===== config.mk =====
export PLATFORM = sky130hd
export DESIGN_NAME = video_out_top
export DESIGN_NICKNAME = d
export VERILOG_FILES = /design/src/verilog/video_out_pkg.sv /design/src/verilog/cdc_sync2.sv /design/src/verilog/panel_input.sv /design/src/verilog/osd_overlay.sv /design/src/verilog/resync_led_stretch.sv /design/src/verilog/hdmi_tx_port.sv /design/src/verilog/video_out_top.sv
export VERILOG_INCLUDE_DIRS = /design/src /design/src/verilog
export SDC_FILE = /design/constraint.sdc
export NUM_CORES = 1
export LEC_CHECK = 0
export BUFFER_PORTS_ARGS = -buffer_cell sky130_fd_sc_hd__buf_2
export CORE_ASPECT_RATIO = 1.5
export CORE_MARGIN = 10
export CORE_UTILIZATION = 48
export DETAILED_ROUTE_END_ITERATION = 8
export PLACE_DENSITY = 0.78
export RECOVER_POWER = 100
export REMOVE_ABC_BUFFERS = 1
export SYNTH_ARGS = -nofsm -noshare
export SYNTH_HDL_FRONTEND = slang
export SYNTH_SLANG_ARGS = --single-unit

===== constraint.sdc =====
create_clock -name clk27 -period 2.15 [get_ports clk27]
set_input_delay 0.3225 -clock clk27 [delete_from_list [all_inputs] [get_ports clk27]]
set_output_delay 0.3225 -clock clk27 [all_outputs]
set_load 0.005 [all_outputs]

===== src/verilog/video_out_defines.svh =====
`ifndef VIDEO_OUT_DEFINES_SVH
`define VIDEO_OUT_DEFINES_SVH

// ========================================
// video format
// ========================================
`define VO_COLOR_W 8  // bits per colour channel

// ========================================
// board controls
// ========================================
`define VO_NUM_KEYS 2    // push keys on the panel
`define VO_STRETCH_W 24  // ~0.6 s at 27 MHz

// ========================================
// osd palette, packed as {r, g, b}
// ========================================
`define VO_OSD_COL0 24'h00_00_00  // black
`define VO_OSD_COL1 24'h00_00_ff  // blue
`define VO_OSD_COL2 24'hff_ff_00  // yellow
`define VO_OSD_COL3 24'hff_ff_ff  // white

`endif


===== src/verilog/video_out_pkg.sv =====
`default_nettype none

`include "video_out_defines.svh"

package video_out_pkg;

    // ========================================
    // video bus
    // ========================================
    // syncs active low, de active high
    typedef struct packed {
        logic [`VO_COLOR_W-1:0] r;
        logic [`VO_COLOR_W-1:0] g;
        logic [`VO_COLOR_W-1:0] b;
        logic                   hsync;
        logic                   vsync;
        logic                   de;
    } pixel_t;

    // osd generator output, one per pixel
    typedef struct packed {
        logic       enable;
        logic [1:0] color;  // palette index
    } osd_t;

    // push keys, pressed = 0
    typedef logic [`VO_NUM_KEYS-1:0] keys_t;

    // blanked pixel with both syncs released
    localparam pixel_t PIXEL_IDLE = '{r: '0, g: '0, b: '0, hsync: 1'b1, vsync: 1'b1, de: 1'b0};

endpackage

`default_nettype wire


===== src/verilog/cdc_sync2.sv =====
`default_nettype none

// two-flop synchronizer for any packed payload
module cdc_sync2 #(
    parameter type T         = logic,
    parameter T    RESET_VAL = '0
) (
    input  wire  clk27,
    input  wire  sys_reset_n,
    input  T     async_i,
    output T     sync_o
);

    T meta_q;  // first stage, may go metastable
    T sync_q;

    always_ff @(posedge clk27 or negedge sys_reset_n) begin
        if (!sys_reset_n) begin
            meta_q <= RESET_VAL;
            sync_q <= RESET_VAL;
        end else begin
            meta_q <= async_i;
            sync_q <= meta_q;
        end
    end

    assign sync_o = sync_q;

endmodule

`default_nettype wire


===== src/verilog/panel_input.sv =====
`default_nettype none

// keys and resync strobe into the clk27 domain
module panel_input (
    input  wire                   clk27,
    input  wire                   sys_reset_n,
    input  video_out_pkg::keys_t  keys_i,
    input  wire                   resync_strobe_i,
    output video_out_pkg::keys_t  keys_o,
    output logic                  resync_pulse_o
);

    logic resync_sync;
    logic resync_prev;

    // ========================================
    // synchronizers
    // ========================================
    // keys idle high, so reset to released
    cdc_sync2 #(
        .T         (video_out_pkg::keys_t),
        .RESET_VAL (video_out_pkg::keys_t'('1))
    ) u_key_sync (
        .clk27       (clk27),
        .sys_reset_n (sys_reset_n),
        .async_i     (keys_i),
        .sync_o      (keys_o)
    );

    cdc_sync2 #(
        .T         (logic),
        .RESET_VAL (1'b0)
    ) u_resync_sync (
        .clk27       (clk27),
        .sys_reset_n (sys_reset_n),
        .async_i     (resync_strobe_i),
        .sync_o      (resync_sync)
    );

    // ========================================
    // rising edge of the strobe
    // ========================================
    always_ff @(posedge clk27 or negedge sys_reset_n) begin
        if (!sys_reset_n) begin
            resync_prev <= 1'b0;
        end else begin
            resync_prev <= resync_sync;
        end
    end

    // one clk27 cycle per strobe rise
    assign resync_pulse_o = resync_sync & ~resync_prev;

endmodule

`default_nettype wire


===== src/verilog/osd_overlay.sv =====
`default_nettype none

`include "video_out_defines.svh"

// osd mix, first output register stage
module osd_overlay (
    input  wire                    clk27,
    input  wire                    sys_reset_n,
    input  video_out_pkg::pixel_t  pix_i,
    input  video_out_pkg::osd_t    osd_i,
    output video_out_pkg::pixel_t  pix_o
);

    video_out_pkg::pixel_t mix_d;
    video_out_pkg::pixel_t mix_q;

    // four entry palette lookup, returns {r, g, b}
    function automatic logic [3*`VO_COLOR_W-1:0] palette_rgb(input logic [1:0] idx);
        logic [3*`VO_COLOR_W-1:0] rgb;
        case (idx)
            2'd0:    rgb = `VO_OSD_COL0;
            2'd1:    rgb = `VO_OSD_COL1;
            2'd2:    rgb = `VO_OSD_COL2;
            default: rgb = `VO_OSD_COL3;
        endcase
        return rgb;
    endfunction

    // ========================================
    // overlay select
    // ========================================
    always_comb begin
        mix_d = pix_i;  // syncs and de pass as is
        if (osd_i.enable) begin
            {mix_d.r, mix_d.g, mix_d.b} = palette_rgb(osd_i.color);
        end
    end

    // ========================================
    // stage 1 register
    // ========================================
    always_ff @(posedge clk27 or negedge sys_reset_n) begin
        if (!sys_reset_n) begin
            mix_q <= video_out_pkg::PIXEL_IDLE;
        end else begin
            mix_q <= mix_d;
        end
    end

    assign pix_o = mix_q;

endmodule

`default_nettype wire


===== src/verilog/resync_led_stretch.sv =====
`default_nettype none

`include "video_out_defines.svh"

// makes the one-cycle resync pulse visible on an LED
module resync_led_stretch #(
    parameter int STRETCH_W = `VO_STRETCH_W
) (
    input  wire   clk27,
    input  wire   sys_reset_n,
    input  wire   resync_pulse_i,
    output logic  led_o
);

    logic [STRETCH_W-1:0] led_cnt;

    always_ff @(posedge clk27 or negedge sys_reset_n) begin
        if (!sys_reset_n) begin
            led_cnt <= '0;
        end else if (resync_pulse_i) begin
            led_cnt <= '1;  // retrigger restarts the full period
        end else if (led_cnt != '0) begin
            led_cnt <= led_cnt - 1'b1;
        end
    end

    // lit until the counter runs out
    assign led_o = (led_cnt != '0);

endmodule

`default_nettype wire


===== src/verilog/hdmi_tx_port.sv =====
`default_nettype none

// last register stage before the hdmi transmitter
module hdmi_tx_port (
    input  wire                    clk27,
    input  wire                    sys_reset_n,
    input  video_out_pkg::pixel_t  pix_i,
    output video_out_pkg::pixel_t  tx_o,
    output logic                   frame_start_o
);

    video_out_pkg::pixel_t tx_q;
    logic                  vsync_prev;  // tx vsync one cycle back

    // ========================================
    // stage 2 register
    // ========================================
    always_ff @(posedge clk27 or negedge sys_reset_n) begin
        if (!sys_reset_n) begin
            tx_q <= video_out_pkg::PIXEL_IDLE;
        end else begin
            tx_q <= pix_i;
        end
    end

    assign tx_o = tx_q;

    // ========================================
    // frame start
    // ========================================
    // reset to released, matching the idle pixel
    always_ff @(posedge clk27 or negedge sys_reset_n) begin
        if (!sys_reset_n) begin
            vsync_prev <= 1'b1;
        end else begin
            vsync_prev <= tx_q.vsync;
        end
    end

    // vsync falling edge, only counted with hsync asserted
    assign frame_start_o = vsync_prev & ~tx_q.vsync & ~tx_q.hsync;

endmodule

`default_nettype wire


===== src/verilog/video_out_top.sv =====
`default_nettype none

`include "video_out_defines.svh"

// video output and panel glue, all on clk27
module video_out_top #(
    parameter int STRETCH_W = `VO_STRETCH_W
) (
    input  wire                    clk27,
    input  wire                    sys_reset_n,

    // from the scan converter, already in clk27
    input  video_out_pkg::pixel_t  pix_i,
    input  video_out_pkg::osd_t    osd_i,

    // board inputs, asynchronous
    input  video_out_pkg::keys_t   keys_i,
    input  wire                    resync_strobe_i,

    // hdmi transmitter
    output video_out_pkg::pixel_t  tx_o,
    output logic                   frame_start_o,

    // panel side
    output video_out_pkg::keys_t   keys_o,
    output logic                   resync_led_o
);

    logic                  resync_pulse;
    video_out_pkg::pixel_t stage1_pix;  // after osd mix

    // ========================================
    // panel controls
    // ========================================
    panel_input u_panel_input (
        .clk27           (clk27),
        .sys_reset_n     (sys_reset_n),
        .keys_i          (keys_i),
        .resync_strobe_i (resync_strobe_i),
        .keys_o          (keys_o),
        .resync_pulse_o  (resync_pulse)
    );

    resync_led_stretch #(
        .STRETCH_W (STRETCH_W)
    ) u_resync_led (
        .clk27          (clk27),
        .sys_reset_n    (sys_reset_n),
        .resync_pulse_i (resync_pulse),
        .led_o          (resync_led_o)
    );

    // ========================================
    // pixel path, two register stages
    // ========================================
    osd_overlay u_osd_overlay (
        .clk27       (clk27),
        .sys_reset_n (sys_reset_n),
        .pix_i       (pix_i),
        .osd_i       (osd_i),
        .pix_o       (stage1_pix)
    );

    hdmi_tx_port u_hdmi_tx_port (
        .clk27         (clk27),
        .sys_reset_n   (sys_reset_n),
        .pix_i         (stage1_pix),
        .tx_o          (tx_o),
        .frame_start_o (frame_start_o)
    );

endmodule

`default_nettype wire


Word level (Yosys, flattened, before mapping)
Index checks and enable logic that the tools add are counted.
- register bits: 86
- logic and storage cells: 35
- bits of input ports: 35
- bitwise logic cells: 6
- multiplexer cells: 4
- add/subtract/negate cells: 1
- equality and inequality tests: 2
- reductions and logical operators: 3
- operator list (operator ; number):
    two-way mux 24 bit ; 3
    case mux 24 bit (3 select lines) ; 1
    nonzero test 24 bit ; 1
    subtractor 24 x 1 -> 24 bit, second input constant ; 1
    bitwise AND 1 bit ; 3
    inverter 1 bit ; 3
    equality test 2 x 1 -> 1 bit, second input constant ; 1
    equality test 2 bit, second input constant ; 1
    zero test 2 bit ; 1
    nonzero test 2 bit ; 1

Depth between registers and ports, before layout
- depth in word-level cells: 3
- gate-level depth with buffers: 8
- gate-level depth less buffers: 7

Hierarchy
Synthesis repeated with hierarchy kept, for this count alone.
- cells, all modules: 229
- area total of the unflattened synthesis: 3379.5 µm²
- modules (own cells, without submodules) (module ; times used ; cells each ; area each (µm²) ; sequential area each (µm²)):
    resync_led_stretch ; 1 ; 137 ; 1388.8 ; 600.6
    osd_overlay ; 1 ; 55 ; 1079.8 ; 678.2
    hdmi_tx_port ; 1 ; 29 ; 716.9 ; 704.4
    cdc_sync2 (u_panel_input.u_key_sync) ; 1 ; 4 ; 105.1 ; 105.1
    cdc_sync2 (u_panel_input.u_resync_sync) ; 1 ; 2 ; 50.0 ; 50.0
    panel_input ; 1 ; 2 ; 38.8 ; 25.0

Worst setup path before layout
OpenSTA, ideal clock, no wires.
- path kind: register to register
- start point: reg u_resync_led.led_cnt[0]
- end point: reg u_resync_led.led_cnt[14]
- path buffers: 0
- slack: 63 ps
- stages on the path, launching flop included: 8
- arrival time: 1960 ps
- library setup time: 127 ps
- cells stage by stage: dfrtp_1 > inv_1 > ha_1 > or3b_2 > nor3_1 > nand3_1 > xnor2_1 > or2_2
- longest elaborated chain between the ends: 3
- elaborated cells on any way between the ends: 5
- ends and longest elaborated chain (what ; line ; source):
    from (decl) ; resync_led_stretch.sv:15 ; logic [STRETCH_W-1:0] led_cnt;
    from (signal assigned) ; resync_led_stretch.sv:23 ; led_cnt <= led_cnt - 1'b1;
    subtractor 24 x 1 -> 24 bit ; resync_led_stretch.sv:23 ;
    two-way mux 24 bit ; resync_led_stretch.sv:22 ; end else if (led_cnt != '0) begin
    two-way mux 24 bit ; resync_led_stretch.sv:20 ; end else if (resync_pulse_i) begin
Parallel ways exist; a longest one is shown, timed or not. The select of a mux whose other input is x is not followed.
A chain may end at the register's enable or synchronous reset.

Worst setup path in the final report
- start point: reg u_resync_led.led_cnt[12]
- end point: out resync_led_o
- longest elaborated chain between the ends: 1
- ends and longest elaborated chain (what ; line ; source):
    nonzero test 24 bit ; resync_led_stretch.sv:28 ; assign led_o = (led_cnt != '0);
    to (decl) ; video_out_top.sv:26 ; output logic resync_led_o
No other way between the ends.

==> results.py <==
metrics = {
    "floorplanning": {
        "core_area_mm2": 0.00644,
        "rows": 36,
        "die_x_um": 86.2,
        "die_area_mm2": 0.0103,
        "die_y_um": 119,
        "io_pins": 66,
        "start_util_pct": 49.0,
    },
    "power_and_ir_drop": {
        "total_power_mw": 3.05,
        "power.internal_mw": 2.32,
        "peakVddDrop_mv": 0.720,
        "p_switching_mw": 0.733,
        "comb_power_share_pct": 7.8,
        "pwr-share-seq_pct": 59.2,
        "clkPwrFrac_pct": 33.0,
        "p_per_area_mw_per_mm2": 782,
        "p_leak_nw": 1.70,
        "p_sw_share_pct": 24.0,
    },
    "cells_and_area": {
        "nets": 385,
        "utilization_pct": 60.5,
        "final_area_mm2": 0.00390,
        "nFillCells": 534,
        "syn2layout_area_growth_pct": 23.6,
        "antenna_cells": 0,
        "final_layout_size_suffix_gt1_share_pct": 26.3,
    },
    "logic_synthesis": {
        "synth_cell_types": 41,
        "synth_cells": 258,
        "synth-seq-cells": 86,
        "ys_seq_area_share_pct": 68.6,
        "syn_avg_cell_area_um2": 12.2,
        "synth_area_mm2": 0.00315,
        "synth_common_cells": "dfrtp_1 (77), inv_1 (29), o21ai_0 (28), nand2_1 (22), xnor2_1 (12)",
        "ys_warn_count": 0,
        "post-synth-top-area-cell": "dfrtp_1",
        "ys.flop_type": "dfrtp_1",
        "synthArstFlopShare_pct": 100,
        "synth_most_common_cell": "dfrtp_1",
        "synth_top_area_share_pct": 61.1,
        "synth-edff-count": 0,
        "synth_area_leaders": "dfrtp_1 (61%), dfstp_2 (7.5%), o21ai_0 (4.4%), inv_1 (3.5%), xnor2_1 (3.3%)",
    },
    "cts": {
        "cts.path.max_buffers": 2,
        "cts_tree": "yes",
        "clock_sinks": 86,
        "htree_levels": 3,
        "clkTransAtPathRegs_ns": 0.08,
        "numCtsBuffers": 9,
        "ctsRootBufferMaster": "clkbuf_8",
        "clock_latency_ns": 0.34,
    },
    "critical_path": {
        "cp.arrival_ns": 1.84,
        "critPathCaptureType": "output pin",
        "slowest_stage": "or4_4",
        "slowest_delay_ns": 0.57,
        "reg2reg_depth": 8,
        "critical_path_depth": 5,
        "critPathMostFrequentCell": "buf_6",
        "critPathBufInv": 2,
        "cp_cell_sequence": "or4_4 -> nor4_4 -> buf_6 -> nand2_8 -> buf_6",
        "cp_data_required_time_ns": 1.83,
        "cp_top_family": "simple AND/OR/NAND/NOR gates",
        "start_kind": "register",
        "path_max_fanout": 2,
        "setup.worst_path.class": "register to output pin",
    },
    "global_route": {
        "groute.usage.overall_pct": 12.5,
        "grt_pass1_vias": 2110,
        "grt-ovfl-total": 0,
        "grt_pass1_wl_um": 10300,
        "antenna_found_initial": 0,
        "grt_start_max_net_pins": 37,
    },
    "route": {
        "first_pass_iters": 4,
        "via_count": 2131,
        "viasPerCell": 4.97,
        "wl_per_cell_um": 14.2,
        "drt_iter0_markers": 103,
        "drt-total-wl_um": 6080,
        "ant_nets": 0,
        "drc": 0,
    },
    "placed_design": {
        "io_buffers": 65,
        "dpl_worst_slack_ns": 0.0308,
        "hpwlAfterDp_um": 4410,
        "gp_congestion": 0.803,
        "dpl_cell_area_mm2": 0.00364,
    },
    "timing": {
        "setup_slack_ns": -0.0104,
        "holdWs_ns": 0.0708,
        "rsz0062_at_grt": "true",
        "setup_violations": 1,
        "tightest_slew_ns": 0.887,
        "clock-skew-final_ns": 0.0101,
        "clock.fmax_mhz": 463,
        "fin_crit_sh_pct": 100,
        "timing.final.max_slew_violations": 0,
        "hold_violations": 0,
        "period_minus_slack_ns": 2.16,
        "slew_headroom_pct": 40.8,
    },
    "hold_path": {
        "hold_depth": 1,
        "hp-class": "input pin to register",
    },
    "outcome": {
        "outcome": "finished, violations left",
        "failed_checks": "negative setup slack",
    },
    "job": {
        "max_cap_violations": 0,
    },
}
==> layer usage <==
layer,up-vias,GRT usage (%),wire (um)
met5,-,0,0
met4,0,6.10,137
met3,10,4.23,300
met2,54,20.8,3230
met1,1024,13.9,2420
li1,1043,-,-
==> power by group through the flow <==
stage / registers [mW] / clock network (mW) / logic [mW]
global route: 1.82 / 1.09 / 0.272
finish: 1.80 / 1.01 / 0.237
global placement: 1.82 / 0 / 0.227
detailed placement: 1.82 / 0 / 0.238
floorplan: 1.81 / 0 / 0.0853
CTS: 1.80 / 1.03 / 0.249
==> state kept, by name, summed over array words and instances (netlist names) <==
name / count
u_osd_overlay.pix_o: 27
u_hdmi_tx_port.tx_o: 27
u_panel_input.u_key_sync.meta_q: 2
u_panel_input.u_key_sync.sync_o: 2
u_panel_input.u_resync_sync.meta_q: 1
u_hdmi_tx_port.vsync_prev: 1
u_resync_led.led_cnt: 24
u_panel_input.u_resync_sync.sync_o: 1
u_panel_input.resync_prev: 1
==> final timing paths <==
| check | from | end | slack, ns |
|---|---|---|---|
| max | u_resync_led.led_cnt[12] | resync_led_o | -0.01 |
| min | pix_i[2] | u_osd_overlay.pix_o[2] | 0.07 |
| max reg2reg | u_resync_led.led_cnt[1] | u_resync_led.led_cnt[14] | 0.04 |
| min reg2reg | u_osd_overlay.pix_o[22] | u_hdmi_tx_port.tx_o[22] | 0.35 |
| max in group asynchronous | sys_reset_n | u_hdmi_tx_port.tx_o[6] | 0.53 |
| min in group asynchronous | sys_reset_n | u_resync_led.led_cnt[1] | 0.64 |
==> worst reg2reg max path: cells and delay by family (launching register included) <==
family	cells	cell delay (ns)
simple gates	4	1.01
buf+inv	2	0.26
fa+ha+maj	1	0.19
xor+xnor	1	0.12
flops	1	0.42
==> cell usage in the layout (no fill, tap or decap), types with 2 or more instances in the layout <==
master and count:
buf_2 34, buf_4 14, nand2b_1 2, xnor2_1 12, or4_4 2, clkbuf_8 11, xor2_1 4, o21ai_1 3
or2_2 2, nand4_1 4, dfstp_2 8, inv_1 29, and3_1 3, o21ai_0 28, or3_1 2, a21oi_1 7
clkbuf_2 4, buf_6 3, a211oi_1 2, nor2_1 4, or4_1 2, nor3_1 6, dfrtp_1 76, nand2_1 22
nand3_1 8, nor4_2 4, clkbuf_1 31, nor3b_1 2, a2111oi_0 2
==> cells by family after synthesis <==
family / Yosys count / synth area share, %
simple gates: 72 / 13.4
fa+ha+maj: 2 / 0.793
xor+xnor: 16 / 4.44
flops: 86 / 68.6
compound gates: 47 / 8.61
buf+inv: 35 / 4.20
==> metrics by stage <==
step / setup TNS (ns) / instances
finish: -0.0104 / 429
global route: -0.189 / 429
CTS: -0.0458 / 429
detailed placement: 0 / 405
global placement: 0 / 405
floorplan: 0 / 252
==> area by class of cell <==
class                           count  area (um^2)  share of cell area (%)
Tap cell                           76         95.1                    2.44
Clock inverter                      3         21.3                   0.546
Multi-Input combinational cell    137          901                    23.1
Clock buffer                       13          159                    4.08
Sequential cell                    86         2160                    55.5
Timing Repair Buffer               85          448                    11.5
Inverter                           29          109                    2.79
==> what timing repair did <==
item | 4_1_cts | 5_1_grt
hold buffers | 1 | 0
endpoints found under the setup margin | 1 | 8
endpoints found under the hold margin | 24 | 0
gates resized for setup | 7 | 4
pin swaps | 4 | 2
setup buffers | 7 | 0
No activity file was read; power rests on OpenSTA's default activity.
